## config.mk

```make
export PLATFORM = sky130hd
export DESIGN_NAME = spi_ctrl_top
export DESIGN_NICKNAME = d
export VERILOG_FILES = /design/src/design/spi_cfg_pkg.sv /design/src/design/spi_reg_pkg.sv /design/src/design/spi_reg_decode.sv /design/src/design/spi_shift_engine.sv /design/src/design/spi_rx_buffer.sv /design/src/design/spi_ctrl_top.sv
export SDC_FILE = /design/constraint.sdc
export NUM_CORES = 1
export LEC_CHECK = 0
export BUFFER_PORTS_ARGS = -buffer_cell sky130_fd_sc_hd__buf_4
export CAP_MARGIN = 30
export CORE_MARGIN = 10
export CORE_UTILIZATION = 30
export DETAILED_ROUTE_END_ITERATION = 6
export GPL_ROUTABILITY_DRIVEN = 0
export PLACE_DENSITY = 0.5
export SLEW_MARGIN = 0
export SYNTH_ARGS = -nofsm -noshare
export SYNTH_HDL_FRONTEND = slang
export SYNTH_SLANG_ARGS = --single-unit
```

## constraint.sdc

```tcl
create_clock -name clk -period 1.43 [get_ports clk]
set_clock_uncertainty 0.2 [all_clocks]
set_input_delay 0.143 -clock clk [delete_from_list [all_inputs] [get_ports clk]]
set_output_delay 0.143 -clock clk [all_outputs]
set_load 0.01 [all_outputs]
```

## src/design/spi_cfg_pkg.sv

```systemverilog
// Fixed 8-bit data path and 2-bit word address; SCK half-period below 3 clk cycles is not supported
// ---------------------------------------------------------------------------
// Build-wide sizing for the SPI controller
// ---------------------------------------------------------------------------
package spi_cfg_pkg;

  // Width of one SPI byte
  // Also the Wishbone data bus width
  localparam int DATA_W = 8;

  // Word address width on the Wishbone side
  // Four registers, one word each
  localparam int ADDR_W = 2;

  // clk cycles per SCK phase, low or high
  // One full SCK period is twice this
  localparam int HALF_PERIOD_DEFAULT = 4;

  // Lower bound for the half-period
  // Two cycles go to the MISO synchroniser, one to the sample
  localparam int HALF_PERIOD_MIN = 3;

  // A whole byte transfer then takes 16 half-periods
  // With the default that is 64 clk cycles

endpackage

```

## src/design/spi_reg_pkg.sv

```systemverilog
// Register map is word addressed; unused bits read as zero and writes to read-only registers are ignored
// ---------------------------------------------------------------------------
// Register map of the SPI controller
// ---------------------------------------------------------------------------
package spi_reg_pkg;

  // Register addresses
  localparam logic [spi_cfg_pkg::ADDR_W-1:0] ADDR_CTRL   = 'd0;
  localparam logic [spi_cfg_pkg::ADDR_W-1:0] ADDR_STATUS = 'd1;
  localparam logic [spi_cfg_pkg::ADDR_W-1:0] ADDR_TXDATA = 'd2;
  localparam logic [spi_cfg_pkg::ADDR_W-1:0] ADDR_RXDATA = 'd3;

  // CTRL bits
  // Enable holds chip select active while set
  localparam int CTRL_ENABLE  = 0;
  // Write one to clear the overrun flag
  // Never stored, reads back as zero
  localparam int CTRL_CLR_OVR = 1;

  // STATUS bits, all read only
  // Engine idle and able to take a new byte
  localparam int STAT_READY    = 0;
  // Unread byte waiting in RXDATA
  localparam int STAT_RX_VALID = 1;
  // Byte lost to a newer one before it was read
  localparam int STAT_OVERRUN  = 2;

  // TXDATA is write only and reads as zero
  // RXDATA read also clears rx_valid

endpackage

```

## src/design/spi_reg_decode.sv

```systemverilog
// Wishbone classic slave only; master must hold the cycle until ack, two clk cycles per access, no wait states or errors
`timescale 1ns/1ns

module spi_reg_decode (
  input  logic                           clk,
  input  logic                           reset_n,
  // Wishbone classic slave
  input  logic                           wb_cyc,
  input  logic                           wb_stb,
  input  logic                           wb_we,
  input  logic [spi_cfg_pkg::ADDR_W-1:0] wb_adr,
  input  logic [spi_cfg_pkg::DATA_W-1:0] wb_dat_w,
  output logic [spi_cfg_pkg::DATA_W-1:0] wb_dat_r,
  output logic                           wb_ack,
  // Shift engine side
  output logic                           ss_enable,
  output logic [spi_cfg_pkg::DATA_W-1:0] tx_data,
  output logic                           start,
  input  logic                           ready,
  // Receive buffer side
  input  logic [spi_cfg_pkg::DATA_W-1:0] rx_byte,
  input  logic                           rx_valid,
  input  logic                           overrun,
  output logic                           rx_read,
  output logic                           clr_ovr
);

  logic ack_q;
  logic enable_q;
  logic acc_wr;
  logic acc_rd;

  // ---------------------------------------------------------------------------
  // Bus handshake
  // ---------------------------------------------------------------------------
  // Ack one cycle after a request and drop for at least one cycle
  always_ff @(posedge clk) begin
    if (!reset_n) begin
      ack_q <= 1'b0;
    end else begin
      ack_q <= wb_cyc & wb_stb & ~ack_q;
    end
  end

  assign wb_ack = ack_q;

  // Access qualifiers are valid in the ack cycle only
  assign acc_wr = ack_q & wb_we;
  assign acc_rd = ack_q & ~wb_we;

  // ---------------------------------------------------------------------------
  // CTRL register and strobes
  // ---------------------------------------------------------------------------
  always_ff @(posedge clk) begin
    if (!reset_n) begin
      enable_q <= 1'b0;
    end else if (acc_wr && (wb_adr == spi_reg_pkg::ADDR_CTRL)) begin
      enable_q <= wb_dat_w[spi_reg_pkg::CTRL_ENABLE];
    end
  end

  assign ss_enable = enable_q;

  // Engine loads the bus data on the same edge as the ack
  assign tx_data = wb_dat_w;
  assign start   = acc_wr && (wb_adr == spi_reg_pkg::ADDR_TXDATA);
  assign clr_ovr = acc_wr && (wb_adr == spi_reg_pkg::ADDR_CTRL)
                   && wb_dat_w[spi_reg_pkg::CTRL_CLR_OVR];
  assign rx_read = acc_rd && (wb_adr == spi_reg_pkg::ADDR_RXDATA);

  // ---------------------------------------------------------------------------
  // Read mux
  // ---------------------------------------------------------------------------
  always_comb begin
    wb_dat_r = '0;
    case (wb_adr)
      spi_reg_pkg::ADDR_CTRL: begin
        wb_dat_r[spi_reg_pkg::CTRL_ENABLE] = enable_q;
      end
      spi_reg_pkg::ADDR_STATUS: begin
        wb_dat_r[spi_reg_pkg::STAT_READY]    = ready;
        wb_dat_r[spi_reg_pkg::STAT_RX_VALID] = rx_valid;
        wb_dat_r[spi_reg_pkg::STAT_OVERRUN]  = overrun;
      end
      spi_reg_pkg::ADDR_RXDATA: wb_dat_r = rx_byte;
      // TXDATA is write only
      default: wb_dat_r = '0;
    endcase
  end

  // Strobes decode the live request, so it must stay put through the ack
  a_ack_held: assert property (@(posedge clk) disable iff (!reset_n)
    wb_ack |-> wb_cyc && wb_stb && $stable(wb_we) && $stable(wb_adr));

endmodule

```

## src/design/spi_shift_engine.sv

```systemverilog
// SPI mode 0 only, MSB first, one slave select; half_period of at least 3 clk cycles, start ignored while busy
`timescale 1ns/1ns

module spi_shift_engine #(
  parameter int half_period = spi_cfg_pkg::HALF_PERIOD_DEFAULT
) (
  input  logic                           clk,
  input  logic                           reset_n,
  input  logic                           ss_enable,
  input  logic                           start,
  input  logic [spi_cfg_pkg::DATA_W-1:0] tx_data,
  output logic                           ready,
  output logic [spi_cfg_pkg::DATA_W-1:0] rx_data,
  output logic                           rx_done,
  output logic                           spi_ss,
  output logic                           spi_sck,
  output logic                           spi_mosi,
  input  logic                           spi_miso
);

  localparam int DW    = spi_cfg_pkg::DATA_W;
  localparam int PH_W  = (half_period > 1) ? $clog2(half_period) : 1;
  localparam int BIT_W = $clog2(DW);

  // Synchroniser plus sample need three cycles in each phase
  if (half_period < spi_cfg_pkg::HALF_PERIOD_MIN) begin : g_half_period_check
    $error("spi_shift_engine: half_period below HALF_PERIOD_MIN");
  end

  // ---------------------------------------------------------------------------
  // State and next-state values
  // ---------------------------------------------------------------------------
  logic             ss_q;
  logic             sck_q;
  logic             sck_new;
  logic [DW-1:0]    shreg_q;
  logic [DW-1:0]    shreg_new;
  logic [PH_W-1:0]  ph_ctr_q;
  logic [PH_W-1:0]  ph_ctr_new;
  logic [BIT_W-1:0] bit_ctr_q;
  logic [BIT_W-1:0] bit_ctr_new;
  logic             ready_q;
  logic             ready_new;
  logic             done_q;
  logic             done_new;
  logic             miso_meta;
  logic             miso_sync;
  logic             phase_end;

  assign spi_ss   = ss_q;
  assign spi_sck  = sck_q;
  // MSB always on the line
  assign spi_mosi = shreg_q[DW-1];
  assign ready    = ready_q;
  assign rx_done  = done_q;
  assign rx_data  = shreg_q;

  // Last clk cycle of the current SCK phase
  assign phase_end = (ph_ctr_q == PH_W'(half_period - 1));

  // ---------------------------------------------------------------------------
  // Register update
  // ---------------------------------------------------------------------------
  always_ff @(posedge clk) begin
    if (!reset_n) begin
      ss_q      <= 1'b1;
      sck_q     <= 1'b0;
      shreg_q   <= '0;
      ph_ctr_q  <= '0;
      bit_ctr_q <= '0;
      ready_q   <= 1'b1;
      done_q    <= 1'b0;
    end else begin
      // Chip select follows the enable, active low
      ss_q      <= ~ss_enable;
      sck_q     <= sck_new;
      shreg_q   <= shreg_new;
      ph_ctr_q  <= ph_ctr_new;
      bit_ctr_q <= bit_ctr_new;
      ready_q   <= ready_new;
      done_q    <= done_new;
    end
  end

  // Two-stage MISO synchroniser
  always_ff @(posedge clk) begin
    miso_meta <= spi_miso;
    miso_sync <= miso_meta;
  end

  // ---------------------------------------------------------------------------
  // Transfer control
  // ---------------------------------------------------------------------------
  always_comb begin
    sck_new     = sck_q;
    shreg_new   = shreg_q;
    ph_ctr_new  = ph_ctr_q;
    bit_ctr_new = bit_ctr_q;
    ready_new   = ready_q;
    done_new    = 1'b0;
    if (ready_q) begin
      // Idle, first bit goes out together with the load
      if (start) begin
        shreg_new   = tx_data;
        sck_new     = 1'b0;
        ph_ctr_new  = '0;
        bit_ctr_new = '0;
        ready_new   = 1'b0;
      end
    end else if (phase_end) begin
      ph_ctr_new = '0;
      sck_new    = ~sck_q;
      // End of high phase: sample MISO, SCK falls, next bit shifts out
      if (sck_q) begin
        shreg_new   = {shreg_q[DW-2:0], miso_sync};
        bit_ctr_new = bit_ctr_q + 1'b1;
        if (bit_ctr_q == BIT_W'(DW - 1)) begin
          ready_new = 1'b1;
          done_new  = 1'b1;
        end
      end
    end else begin
      ph_ctr_new = ph_ctr_q + 1'b1;
    end
  end

  // SCK parks low between transfers
  a_sck_idle_low: assert property (@(posedge clk) disable iff (!reset_n)
    ready |-> !spi_sck);

endmodule

```

## src/design/spi_rx_buffer.sv

```systemverilog
// Single-byte buffer; a new byte always overwrites an unread one and sets overrun
`timescale 1ns/1ns

module spi_rx_buffer (
  input  logic                           clk,
  input  logic                           reset_n,
  input  logic [spi_cfg_pkg::DATA_W-1:0] rx_data,
  input  logic                           rx_done,
  input  logic                           rx_read,
  input  logic                           clr_ovr,
  output logic [spi_cfg_pkg::DATA_W-1:0] rx_byte,
  output logic                           rx_valid,
  output logic                           overrun
);

  logic [spi_cfg_pkg::DATA_W-1:0] byte_q;
  logic                           valid_q;
  logic                           ovr_q;

  assign rx_byte  = byte_q;
  assign rx_valid = valid_q;
  assign overrun  = ovr_q;

  // Payload capture
  always_ff @(posedge clk) begin
    if (rx_done) begin
      byte_q <= rx_data;
    end
  end

  // Sticky flags
  always_ff @(posedge clk) begin
    if (!reset_n) begin
      valid_q <= 1'b0;
      ovr_q   <= 1'b0;
    end else begin
      // Capture beats a read in the same cycle
      if (rx_done) begin
        valid_q <= 1'b1;
      end else if (rx_read) begin
        valid_q <= 1'b0;
      end
      // Old byte lost only when nobody is reading it right now
      if (rx_done && valid_q && !rx_read) begin
        ovr_q <= 1'b1;
      end else if (clr_ovr) begin
        ovr_q <= 1'b0;
      end
    end
  end

  // A held rx_done would count as a second byte and set overrun
  a_done_pulse: assert property (@(posedge clk) disable iff (!reset_n)
    rx_done |=> !rx_done);

endmodule

```

## src/design/spi_ctrl_top.sv

```systemverilog
// Byte SPI master, mode 0, behind a Wishbone classic slave; half_period sets SCK and must be 3 or more
`timescale 1ns/1ns

module spi_ctrl_top #(
  parameter int half_period = spi_cfg_pkg::HALF_PERIOD_DEFAULT
) (
  input  logic                           clk,
  input  logic                           reset_n,
  // Wishbone classic
  input  logic                           wb_cyc,
  input  logic                           wb_stb,
  input  logic                           wb_we,
  input  logic [spi_cfg_pkg::ADDR_W-1:0] wb_adr,
  input  logic [spi_cfg_pkg::DATA_W-1:0] wb_dat_w,
  output logic [spi_cfg_pkg::DATA_W-1:0] wb_dat_r,
  output logic                           wb_ack,
  // SPI pins
  output logic                           spi_ss,
  output logic                           spi_sck,
  output logic                           spi_mosi,
  input  logic                           spi_miso
);

  // ---------------------------------------------------------------------------
  // Internal nets
  // ---------------------------------------------------------------------------
  logic                           ss_enable;
  logic [spi_cfg_pkg::DATA_W-1:0] tx_data;
  logic                           start;
  logic                           ready;
  logic [spi_cfg_pkg::DATA_W-1:0] rx_data;
  logic                           rx_done;
  logic                           rx_read;
  logic                           clr_ovr;
  logic [spi_cfg_pkg::DATA_W-1:0] rx_byte;
  logic                           rx_valid;
  logic                           overrun;

  // Register decode and bus port
  spi_reg_decode i_decode (
    .clk, .reset_n,
    .wb_cyc, .wb_stb, .wb_we, .wb_adr, .wb_dat_w, .wb_dat_r, .wb_ack,
    .ss_enable, .tx_data, .start, .ready,
    .rx_byte, .rx_valid, .overrun, .rx_read, .clr_ovr
  );

  // SCK timing comes from the top parameter
  spi_shift_engine #(.half_period(half_period)) i_engine (
    .clk, .reset_n,
    .ss_enable, .start, .tx_data, .ready, .rx_data, .rx_done,
    .spi_ss, .spi_sck, .spi_mosi, .spi_miso
  );

  spi_rx_buffer i_rx_buffer (
    .clk, .reset_n,
    .rx_data, .rx_done, .rx_read, .clr_ovr,
    .rx_byte, .rx_valid, .overrun
  );

endmodule

```

Word level (Yosys, flattened, before mapping) --
Cells that the tools add are included.
Word-level totals: bits in registers 31, latch bits 0, memory bits (writable) 0, ROM bits 0, input port bits 16, output and inout bits 12, word-level logic and storage cells 72, memories kept 0
Operators by class: add/subtract/negate cells 2, multiply operators 0, div/mod/pow operators 0, order comparisons 0, eq/ne operators 6, shifts and indexed selects 0, muxes and demuxes 26, bitwise gates (word level) 9, reduce and logical (&&, ||, !) cells 15
Operator list (count):
- 8-bit two-way mux | 4
- 1-bit two-way mux | 12
- 3-bit two-way mux | 4
- 2-bit nonzero test | 4
- 2-bit == test, second input constant | 3
- 1-bit logical AND | 6
- 2-bit two-way mux | 3
- 5-bit two-way mux | 1
- 1-bit inverter | 5
- 1-bit bitwise AND | 4
- 2-bit case mux with 2 select lines | 1
- 3-bit by 1-bit adder with 3-bit output, second input constant | 1
- 3-bit == test, second input constant | 1
- 1-bit case mux with 3 select lines | 1
- 3-bit AND reduction | 1
- 2-bit by 1-bit adder with 2-bit output, second input constant | 1
- 2-bit by 1-bit == test with 1-bit output, second input constant | 1
- 2-bit logical NOT | 1
- 2-bit != test, second input constant | 1
- 2-bit AND reduction | 1
- 2-bit OR reduction | 1
- 1-bit logical NOT | 1

Logic depth before layout (Yosys ltp) --
Gate-level depths: netlist (run 1).
depth after elaboration 6, depth in mapped cells 5, mapped depth without buffers 4

Modules after synthesis --
From an unflattened synthesis (run 1), not the netlist that was laid out.
Unflattened totals: cell total of the unflattened synthesis 128, area total of the unflattened synthesis 1361.3 um2
By module, submodules not included:
- spi_shift_engine | times used 1, cells an instance 82, area each 787.0 um2, sequential area each 380.4 um2
- spi_rx_buffer | times used 1, cells an instance 14, area each 311.5 um2, sequential area each 280.3 um2
- spi_reg_decode | times used 1, cells an instance 32, area each 262.8 um2, sequential area each 40.0 um2

Worst setup path after synthesis (run 1) --
OpenSTA, ideal clock, no wires.
path type reg2reg, from reg i_engine.ph_ctr_q[0], to reg i_engine.shreg_q[0] (netlist: i_engine.rx_data[0]), library setup time 138 ps, arrival time 1084 ps, data required time 1092 ps, path slack 8 ps, stages on the path, launching flop included 6, buffers on the path 1, clock period less this slack 1422 ps, cell sequence dfxtp_1 ha_1 buf_2 and3_1 a211oi_1 a211oi_1
Between the ends: word-level cells in the longest chain between the ends 3
Ends and longest elaborated chain:
- from (decl) | RTL line spi_shift_engine.sv:38 | logic [PH_W-1:0] ph_ctr_q;
- from (signal assigned) | RTL line spi_shift_engine.sv:78 | ph_ctr_q <= ph_ctr_new;
- 2-bit == test | RTL line spi_shift_engine.sv:59 | assign phase_end = (ph_ctr_q == PH_W'(half_period - 1));
- 2-bit nonzero test (no line)
- 3-bit AND reduction (no line)
- to (signal assigned) | RTL line spi_shift_engine.sv:77 | shreg_q <= shreg_new;
- to (decl) | RTL line spi_shift_engine.sv:36 | logic [DW-1:0] shreg_q;
No other way between the ends. A chain may end at the register's enable or synchronous reset.

Worst setup path in the final report (run 1) --
from reg i_engine.ph_ctr_q[1], to reg i_engine.bit_ctr_q[1]
Between the ends: word-level cells in the longest chain between the ends 3
Ends and longest elaborated chain:
- 2-bit == test | RTL line spi_shift_engine.sv:59
- 2-bit nonzero test (no line)
- 3-bit AND reduction (no line)
- to (signal assigned) | RTL line spi_shift_engine.sv:79 | bit_ctr_q <= bit_ctr_new;
- to (decl) | RTL line spi_shift_engine.sv:40 | logic [BIT_W-1:0] bit_ctr_q;
No other way between the ends.

==> results of run 1 <==
## stage by stage
| stage | instance area [µm²] | total power (µW) |
|---|---|---|
| 3_3_place_gp | 1630 | 1040 |
| 6_report | 1860 | 1870 |
| 3_5_place_dp | 1630 | 1040 |
| 5_1_grt | 1860 | 1960 |
| 2_1_floorplan | 1360 | 975 |
| 4_1_cts | 1810 | 1900 |
## metal layers
metal	track usage	part of all wire	routed length [µm]	vias to the layer above
li1	-	-	-	557
met1	0.100	0.46	1490	501
met2	0.137	0.45	1460	26
met3	0.0375	0.068	221	9
met4	0.0667	0.027	87	0
met5	0	0	0	-
## flip-flops by register name (all words and copies together), names as in the netlist
register,count
i_engine.miso_meta,1
i_engine.rx_done,1
i_decode.ss_enable,1
i_rx_buffer.overrun,1
i_decode.wb_ack,1
i_engine.spi_sck,1
i_rx_buffer.rx_byte,8
i_engine.ready,1
i_rx_buffer.rx_valid,1
i_engine.miso_sync,1
i_engine.rx_data,8
i_engine.ph_ctr_q,2
i_engine.bit_ctr_q,3
i_engine.spi_ss,1
## layout make-up
class / count / share of cell area
timing repair buffer: 41 / 0.179
clock buffer: 5 / 0.0371
inverter: 2 / 0.00404
sequential: 31 / 0.381
tap: 52 / 0.0350
multi-input combinational: 84 / 0.342
clock inverter: 3 / 0.0209
## layout by cell type, fill, tap and decap left out, types with 5 or more instances in the layout
master	instances
mux2i_1	12
nand2_1	9
buf_4	35
a211oi_1	14
dfxtp_2	6
edfxtp_1	8
dlygate4sd3_1	5
and3_1	13
clkbuf_8	5
dfxtp_1	17
a21oi_1	7
## power by group through the flow
stage	Combinational (µW)	Sequential, µW	Clock (µW)
6_report	117	915	840
5_1_grt	129	916	914
4_1_cts	119	914	866
3_3_place_gp	106	933	0
3_5_place_dp	108	934	0
2_1_floorplan	43.7	931	0
## logic make-up after synthesis
group	count (synthesis)	synth area share
adders and majority gates	3	0.0276
DFF	31	0.515
buffers and inverters	12	0.0506
muxes	12	0.0883
AOI/OAI and AO/OA	31	0.155
and+or+nand+nor	38	0.163
## timing repair
action                                  CTS  global route
hold buffers                              5             0
pin swaps                                 1             1
endpoints found under the hold margin     8             0
setup buffers                             0             2
gates cloned                              0             0
gates resized for setup                   6             9
endpoints found under the setup margin   14             8
## path summary, 6_finish.rpt
path,startpoint,endpoint,slack [ps],cells past startpoint
setup / recovery,i_engine.ph_ctr_q[1]$_SDFFE_PN0P_,i_engine.bit_ctr_q[1]$_SDFFE_PN0P_,-2,4
hold / removal,wb_dat_w[4],i_engine.rx_data[4]$_SDFFE_PN0P_,10,3
setup reg to reg,i_engine.ph_ctr_q[1]$_SDFFE_PN0P_,i_engine.bit_ctr_q[1]$_SDFFE_PN0P_,-2,4
hold reg to reg,i_engine.miso_meta$_DFF_P_,i_engine.miso_sync$_DFF_P_,130,0
## worst reg2reg max path: stages, from the launching register on
cell and delay (ps):
dfxtp_2 350, ha_4 190, and3b_2 260, nand2_1 70, a311oi_1 270
==> key figures, run 1 <==
Floorplan
  • # IOs: 28
  • Row Count: 24
  • Die height: around 87 µm
  • Floorplan die width: 87.3 µm
  • Die ar.: around 7600 µm²
  • Core Area: about 4400 µm²
  • Initial Util: 0.310

Drt
  • DRC errors left: 0
  • Initial DRC Count: 44
  • WL per Instance: 14.9 µm
  • Routed wire length: 3.25 mm
  • Post-DRT Antenna Nets: 0
  • Routed vias/inst: 5.01
  • Via Count: 1,093
  • DRT Pass-1 Iters: 4

Power
  • Logic gate share of total power: 0.063
  • P per Cell Area: 1010 nW/µm²
  • Reg power frac: 0.489
  • Clock share of power: 0.449
  • Switching share of power: 0.208
  • P_leak: 0.000841 µW
  • Int Power: 1480 µW
  • VDD IR max: 456 µV
  • Sw power: 390 µW

Synth
  • Avg Cell Area, Syn: approximately 11 µm²
  • Synth warn: 0
  • Synth top area cells: dfxtp_1 34%, edfxtp_1 18%, mux2i_1 8.8%
  • Cells after Synth: ~130
  • Post-synth EDFFs: 8
  • Flops & latches, synth: 31
  • Synthesized Nets: roughly 150
  • Leading area contributor after synthesis: dfxtp_1
  • Synth top area share: 0.339
  • Mapped Area: 1360 µm²
  • Main synth FF type: dfxtp_1
  • Seq/Total Area, Yosys: 0.515
  • Async set-or-reset flop fraction in the synthesized netlist: 0
  • Top cells by count, synth: 23 x dfxtp_1, 16 x a211oi_1, 13 x and3_1
  • Top-count cell post-synth: dfxtp_1
  • Yosys cell types: 29

Global route
  • Total global routing overflow: 0
  • First-pass GRT wire length: 5.44 mm
  • Overall Global Routing Usage: 0.0909
  • Vias in the first global route: roughly 1.1k
  • Initial antenna violation count: 0
  • Largest net degree at the start of global routing: 18

Cells and area
  • N_diodes: 0
  • Layout Cells excl Fill: 218
  • Share of layout cells above drive strength 1: 0.361
  • Layout net count: 184
  • Synthesis-to-finish area growth: 36.5%
  • Fillers: 421
  • Area occupied by registers: just over 700 µm²
  • Util after Layout: 0.424
  • Multi-input gate area: 636 µm²

Worst setup path
  • Worst EP arrival: 1430 ps
  • Worst path slowest cell: dfxtp_2
  • CP startpoint kind: register
  • WP data required: 1420 ps
  • Worst path bufs/invs: 0
  • Worst path cell trace: ha_4 > and3b_2 > nand2_1 > a311oi_1
  • Worst path max stage delay: 350 ps
  • CP Capture Type: register
  • Top fanout value on the critical path: 12
  • Type of the worst setup path: register to register
  • Delay-heaviest family, CP: flip-flops

Timing
  • RSZ-0062 raised after global routing: true
  • Final Hold Viols: 0
  • Setup WS post-layout: -1.79 ps
  • Setup TNS: -1.79 ps
  • Final Slew Violations: 0
  • Worst-Margin Slew: 444 ps
  • Post-layout min period: 1430 ps
  • Slew Limit Headroom: 0.704
  • Tcrit/Tclk final: 1.00
  • Final setup violating endpoints: 1
  • Worst hold slack: a little over 10 ps
  • F_max: 698 MHz

CTS
  • CTS max path bufs: 2
  • Root buffer cell: clkbuf_8
  • H-tree depth: 2
  • Total CTS buffers: 5
  • Clock Pin Slew Worst Setup and Hold Paths: 60 ps
  • CTS tree: built
  • Clock sink count: 31
  • Worst-Skew Late Latency: 290 ps

Run
  • Max-cap violations: 0

Placement
  • PortBufs: 27
  • DP HPWL: 2.33 mm
  • Placed Instances: between 200 and 250
  • Setup WS pre-CTS: -224 ps

Run status
  • Failing checks: negative setup slack
  • Status: finished with violations

Worst hold path
  • Hold WC Path Type: input port to register
Power figures use the tool's default switching activity.
==> inputs of run 2 (changes only) <==
Settings changed: PLACE_DENSITY 0.5 to not set, RECOVER_POWER set to 50.
==> key figures, run 2 (synthesis results as in run 1) <==
Drt
  • Post-DRT Antenna Nets: 0 (unchanged)
  • WL per Instance: 15.1 µm (+1.1%)
  • Routed wire length: 3.26 mm (+0.18%)
  • Initial DRC Count: 55 (+25%)
  • Routed vias/inst: 5.15 (+2.8%)
  • Via Count: 1,113 (+1.8%)
  • DRC errors left: 0 (unchanged)
  • DRT Pass-1 Iters: 4 (unchanged)

CTS
  • Clock sink count: 31 (unchanged)
  • Total CTS buffers: 5 (unchanged)
  • Root buffer cell: clkbuf_8
  • CTS max path bufs: 2 (unchanged)
  • Clock Pin Slew Worst Setup and Hold Paths: 60 ps (about the same)
  • Worst-Skew Late Latency: 280 ps (about the same)
  • CTS tree: built
  • H-tree depth: 2 (unchanged)

Worst setup path
  • Worst path bufs/invs: 0 (unchanged)
  • CP startpoint kind: register
  • Critical Path Stages: 4 (unchanged)
  • Delay-heaviest family, CP: flip-flops
  • Top fanout value on the critical path: 7 (-5)
  • Reg2Reg Depth: 4 (unchanged)
  • Type of the worst setup path: register to register
  • Worst path max stage delay: 350 ps (about the same)
  • RR Startpoint: i_engine.ph_ctr_q[1]$_SDFFE_PN0P_
  • Worst path slowest cell: dfxtp_2
  • Worst EP arrival: 1390 ps (-40 ps)
  • R2R setup slack: 30 ps (+30 ps)
  • CP Launch Point: i_engine.ph_ctr_q[1]$_SDFFE_PN0P_
  • FF-to-FF End: i_engine.bit_ctr_q[1]$_SDFFE_PN0P_
  • CP Capture Type: register
  • Worst path cell trace: ha_4 > and3b_2 > nand2_1 > a311oi_1
  • Critical Path End: i_engine.bit_ctr_q[1]$_SDFFE_PN0P_
  • WP data required: 1420 ps (about the same)

Placement
  • PortBufs: 27 (unchanged)
  • Area post-placement: 1620 µm² (-0.92%)
  • Placed Instances: 201 (-0.99%)
  • DP HPWL: 2.40 mm (+3.3%)

Cells and area
  • Finished Cell Area: 1830 µm² (-1.3%)
  • Layout Cells excl Fill: 216 (-0.92%)
  • Fillers: 446 (+5.9%)
  • Highest-count cells in the layout ignoring fill and taps: 29 x buf_4, 18 x dfxtp_1, 13 x and3_1, 12 x mux2i_1, 11 x a211oi_1
  • N_diodes: 0 (unchanged)
  • Most common cell after layout, fill and taps aside: buf_4
  • Synthesis-to-finish area growth: 34.8%
  • Layout net count: 182 (-1.1%)
  • Share of layout cells above drive strength 1: 0.360 (-0.00169)

Timing
  • Slew Limit Headroom: 0.735 (+0.0312)
  • Tcrit/Tclk final: 0.979 (-0.0220)
  • Final Hold Viols: 0 (unchanged)
  • RSZ-0062 raised after global routing: true
  • Worst-Margin Slew: 397 ps (-46.7 ps)
  • Final Slew Violations: 0 (unchanged)
  • F_max: 714 MHz (+2.2%)
  • Worst hold slack: 19.4 ps (+9.14 ps)
  • Final setup violating endpoints: 0 (-1)
  • Post-layout min period: 1400 ps (-31.4 ps)

Global route
  • Vias in the first global route: 1,171 (+4.4%)
  • First-pass GRT wire length: 5.27 mm (-3.2%)
  • Initial antenna violation count: 0 (unchanged)
  • Total global routing overflow: 0 (unchanged)
  • Overall Global Routing Usage: 0.0860 (-0.00486)
  • Largest net degree at the start of global routing: 18 (unchanged)

Power
  • P_leak: 0.000831 µW (-1.2%)
  • Reg power frac: 0.546 (+0.057)
  • Logic gate share of total power: 0.069 (+0.006)
  • Clock share of power: 0.385 (-0.064)
  • VDD IR max: 439 µV (-3.8%)
  • P per Cell Area: 914 nW/µm² (-9.3%)
  • Int Power: 1300 µW (-12%)
  • Switching share of power: 0.222 (+0.0141)
  • Sw power: 373 µW (-4.4%)

Floorplan
  • Die ar.: 7630 µm² (unchanged)
  • Initial Util: 0.310 (unchanged)
  • # IOs: 28 (unchanged)
  • Floorplan die width: 87.3 µm (unchanged)
  • Die height: 87.3 µm (unchanged)
  • Row Count: 24 (unchanged)
  • Core Area: 4380 µm² (unchanged)

Run
  • Max-cap violations: 0 (unchanged)

Worst hold path
  • Hold WC Path Type: input port to register

Run status
  • Status: finished clean
## run 2: cell count changes in the layout (fill, tap and decap cells not counted), sizes merged
cell	previous run	this run
buf	36	31
clkbuf	5	8
bufinv	1	0
clkinv	2	3
## run 2: power by group through the flow
| stage | registers, µW | clock network, µW | logic, µW |
|---|---|---|---|
| final | 915 | 645 | 116 |
| after global placement | 933 | 0 | 102 |
| after global routing | 916 | 702 | 127 |
| after floorplan | 931 | 0 | 43.7 |
| after detailed placement | 934 | 0 | 104 |
| after CTS | 915 | 663 | 116 |
## run 2: layer usage
layer  share of wire  GRT usage  vias up
li1                -          -      554
met1            0.42     0.0966      533
met2            0.50      0.142       20
met3           0.061     0.0328        6
met4           0.014     0.0348        0
met5               0          0        -
## run 2: final cells by class
type	count	area, µm²	share of cell area
Clock buffer	5	68.8	0.0375
Sequential cell	31	707	0.386
Timing Repair Buffer	39	314	0.171
Multi-Input combinational cell	84	656	0.358
Clock inverter	3	15.0	0.00819
Tap cell	52	65.1	0.0355
Inverter	2	7.51	0.00410
## run 2: timing repair
action | 4_1_cts | 5_1_grt
resized for setup | 8 | 13
setup buffers | 0 | 2
pin swaps | 3 | 10
hold buffers | 5 | 0
hold endpoints to repair | 8 | 0
endpoints found under the setup margin | 14 | 8
## run 2: worst min-delay path by stage
stage | depth (start not counted) | from | slack, ps | endpoint
after floorplan | 0 | spi_miso | -30 | i_engine.miso_meta$_DFF_P_
after global placement | 1 | spi_miso | 50 | i_engine.miso_meta$_DFF_P_
after detailed placement | 1 | spi_miso | 50 | i_engine.miso_meta$_DFF_P_
after CTS | 3 | wb_dat_w[2] | 10 | i_engine.rx_data[2]$_SDFFE_PN0P_
after global routing | 3 | wb_dat_w[1] | 50 | i_rx_buffer.overrun$_SDFFE_PN0P_
final | 3 | wb_dat_w[3] | 20 | i_engine.rx_data[3]$_SDFFE_PN0P_
## run 2: worst reg2reg max path: cells and delay by family, from the launching register on
kind                     cells  cell delay [ps]
AND/OR/NAND/NOR              2              320
adder cells (fa/ha/maj)      1              180
flip-flops                   1              350
AO/OA/AOI/OAI                1              260
## run 2: stage by stage
step	setup TNS (ps)	total power [µW]	util	worst slack (ps)
after global routing	-80.9	1750	0.418	-38.1
after global placement	-684	1030	0.369	-89.0
final	0	1680	0.418	29.6
after floorplan	0	975	-	8.22
after CTS	-8.28	1690	0.405	-8.28
after detailed placement	-1390	1040	0.369	-234
==> inputs of run 3 (changes only) <==
Settings changed: CORE_ASPECT_RATIO set to 1.1.
==> key figures, run 3 (synthesis results as in run 1) <==
Global route
  • Overall Global Routing Usage: 0.0823 (-0.00368)
  • First-pass GRT wire length: 5.29 mm (+0.27%)
  • Total global routing overflow: 0 (unchanged)
  • Gr busiest metal: met2
  • Largest net degree at the start of global routing: 18 (unchanged)
  • GR Util met2: 0.136 (-0.00577)
  • Met1 usage: 0.0910 (-0.00568)
  • Vias in the first global route: 1,166 (-0.43%)
  • Met3 global-route usage: 0.0253 (-0.00750)
  • Initial antenna violation count: 0 (unchanged)

Worst setup path
  • CP Launch Point: i_engine.ph_ctr_q[0]$_SDFFE_PN0P_
  • WP data required: 1380 ps (-40 ps)
  • Type of the worst setup path: register to register
  • Reg2Reg Depth: 5 (+1)
  • Worst path cell trace: ha_4 > buf_2 > and3_1 > a211oi_2 > a211oi_1
  • Critical Path End: i_engine.rx_data[0]$_SDFFE_PN0P_
  • Worst path bufs/invs: 1 (+1)
  • Worst path max stage delay: 340 ps (about the same)
  • CP startpoint kind: register
  • Worst EP arrival: 1380 ps (about the same)
  • R2R setup slack: 3 ps (-30 ps)
  • Worst path slowest cell: dfxtp_2
  • Top fanout value on the critical path: 6 (-1)
  • RR Startpoint: i_engine.ph_ctr_q[0]$_SDFFE_PN0P_
  • FF-to-FF End: i_engine.rx_data[0]$_SDFFE_PN0P_
  • CP Capture Type: register
  • Delay-heaviest family, CP: flip-flops
  • Critical Path Stages: 5 (+1)

CTS
  • CTS tree: built
  • Total CTS buffers: 5 (unchanged)
  • H-tree depth: 2 (unchanged)
  • Worst-Skew Late Latency: 280 ps (about the same)
  • Clock sink count: 31 (unchanged)
  • Root buffer cell: clkbuf_8
  • CTS max path bufs: 2 (unchanged)
  • Clock Pin Slew Worst Setup and Hold Paths: 60 ps (about the same)

Cells and area
  • Layout net count: 185 (+1.6%)
  • Synthesis-to-finish area growth: 38.6%
  • Util after Layout: 0.434 (+0.0156)
  • Fillers: 408 (-8.5%)
  • N_diodes: 0 (unchanged)
  • Finished Cell Area: 1890 µm² (+2.9%)
  • Layout Cells excl Fill: 221 (+2.3%)
  • Most common cell after layout, fill and taps aside: buf_4
  • Highest-count cells in the layout ignoring fill and taps: 33 x buf_4, 17 x dfxtp_1, 12 x mux2i_1, 11 x and3_1, 10 x a211oi_1
  • Share of layout cells above drive strength 1: 0.395 (+0.0355)

Timing
  • Final Hold Viols: 0 (unchanged)
  • Tcrit/Tclk final: 0.998 (+0.0189)
  • F_max: 701 MHz (-1.9%)
  • Worst-Margin Slew: 395 ps (-1.65 ps)
  • Final setup violating endpoints: 0 (unchanged)
  • Worst hold slack: 28.9 ps (+9.50 ps)
  • Final Slew Violations: 0 (unchanged)
  • Post-layout min period: 1430 ps (+27.0 ps)
  • RSZ-0062 raised after global routing: true
  • Slew Limit Headroom: 0.736 (+0.00110)

Floorplan
  • Die height: 90.6 µm (+3.8%)
  • Core Area: 4350 µm² (-0.83%)
  • Row Count: 25 (+4.2%)
  • Initial Util: 0.313 (+0.00259)
  • Floorplan die width: 84.2 µm (-3.6%)
  • Die ar.: 7630 µm² (about the same)
  • # IOs: 28 (unchanged)

Placement
  • Area post-placement: 1630 µm² (+1.1%)
  • PortBufs: 27 (unchanged)
  • DP HPWL: 2.36 mm (-1.8%)
  • Placed Instances: 205 (+2.0%)

Drt
  • DRT Pass-1 Iters: 4 (unchanged)
  • Post-DRT Antenna Nets: 0 (unchanged)
  • Routed vias/inst: 5.08 (-1.5%)
  • Via Count: 1,122 (+0.81%)
  • WL per Instance: 14.9 µm (-1.5%)
  • DRC errors left: 0 (unchanged)
  • Initial DRC Count: 49 (-11%)
  • Routed wire length: 3.28 mm (+0.77%)

Power
  • P per Cell Area: 981 nW/µm² (+7.3%)
  • VDD IR max: 646 µV (+47%)
  • P_leak: 0.000861 µW (+3.5%)
  • Post-layout power: 1850 µW (+10%)

Run
  • Max-cap violations: 0 (unchanged)

Run status
  • Status: finished clean

Worst hold path
  • Hold WC Path Type: input port to register
[run 3: cell types whose count changed in the layout (fill, tap and decap cells not counted), sizes merged]
cell	previous run	this run
buf	31	35
bufinv	0	1
clkbuf	8	7
clkinv	3	2
[run 3: worst min-delay path by stage]
stage,from,to,slack [ps],cells past startpoint
global placement,spi_miso,i_engine.miso_meta$_DFF_P_,50,1
floorplan,spi_miso,i_engine.miso_meta$_DFF_P_,-30,0
global route,wb_dat_w[2],i_engine.rx_data[2]$_SDFFE_PN0P_,40,3
CTS,wb_dat_w[3],i_engine.rx_data[3]$_SDFFE_PN0P_,20,3
finish,wb_dat_w[1],i_rx_buffer.overrun$_SDFFE_PN0P_,30,3
detailed placement,spi_miso,i_engine.miso_meta$_DFF_P_,50,1
[run 3: timing repair]
action,CTS,global route
resized for setup,8,17
pin swaps,3,9
hold buffers,5,0
setup endpoints to repair,14,12
hold endpoints to repair,8,0
buffers inserted,1,2
[run 3: final cells by class]
cell class	instances	area, µm²	area share
repair buffers	42	334	0.177
flip-flops and latches	31	708	0.376
inverters	2	7.51	0.00398
clock inverters	3	38.8	0.0206
well taps	54	67.6	0.0358
multi-input cells	84	661	0.350
clock buffers	5	68.8	0.0365
[run 3: per-stage QoR]
stage | TNS [ps] | worst slack (ps)
2_1_floorplan | 0 | 8.22
3_3_place_gp | -640 | -91.3
3_5_place_dp | -1170 | -244
4_1_cts | -10.3 | -10.3
5_1_grt | -375 | -51.0
6_report | 0 | 2.62
[run 3: where the power goes]
part | switching [µW] | internal, µW | total [µW]
Combinational | 50.8 | 67.1 | 118
Sequential | 9.09 | 906 | 915
Clock | 308 | 509 | 817
Total | 368 | 1480 | 1850
[run 3: metal layers]
layer	vias to the layer above	wire, µm
li1	559	-
met1	536	1430
met2	22	1680
met3	5	125
met4	0	45
met5	-	0
[run 3: worst register-to-register path, stage by stage, from the launching register on]
cell and delay [ps]:
dfxtp_2 340, ha_4 180, buf_2 150, and3_1 190, a211oi_2 180, a211oi_1 70
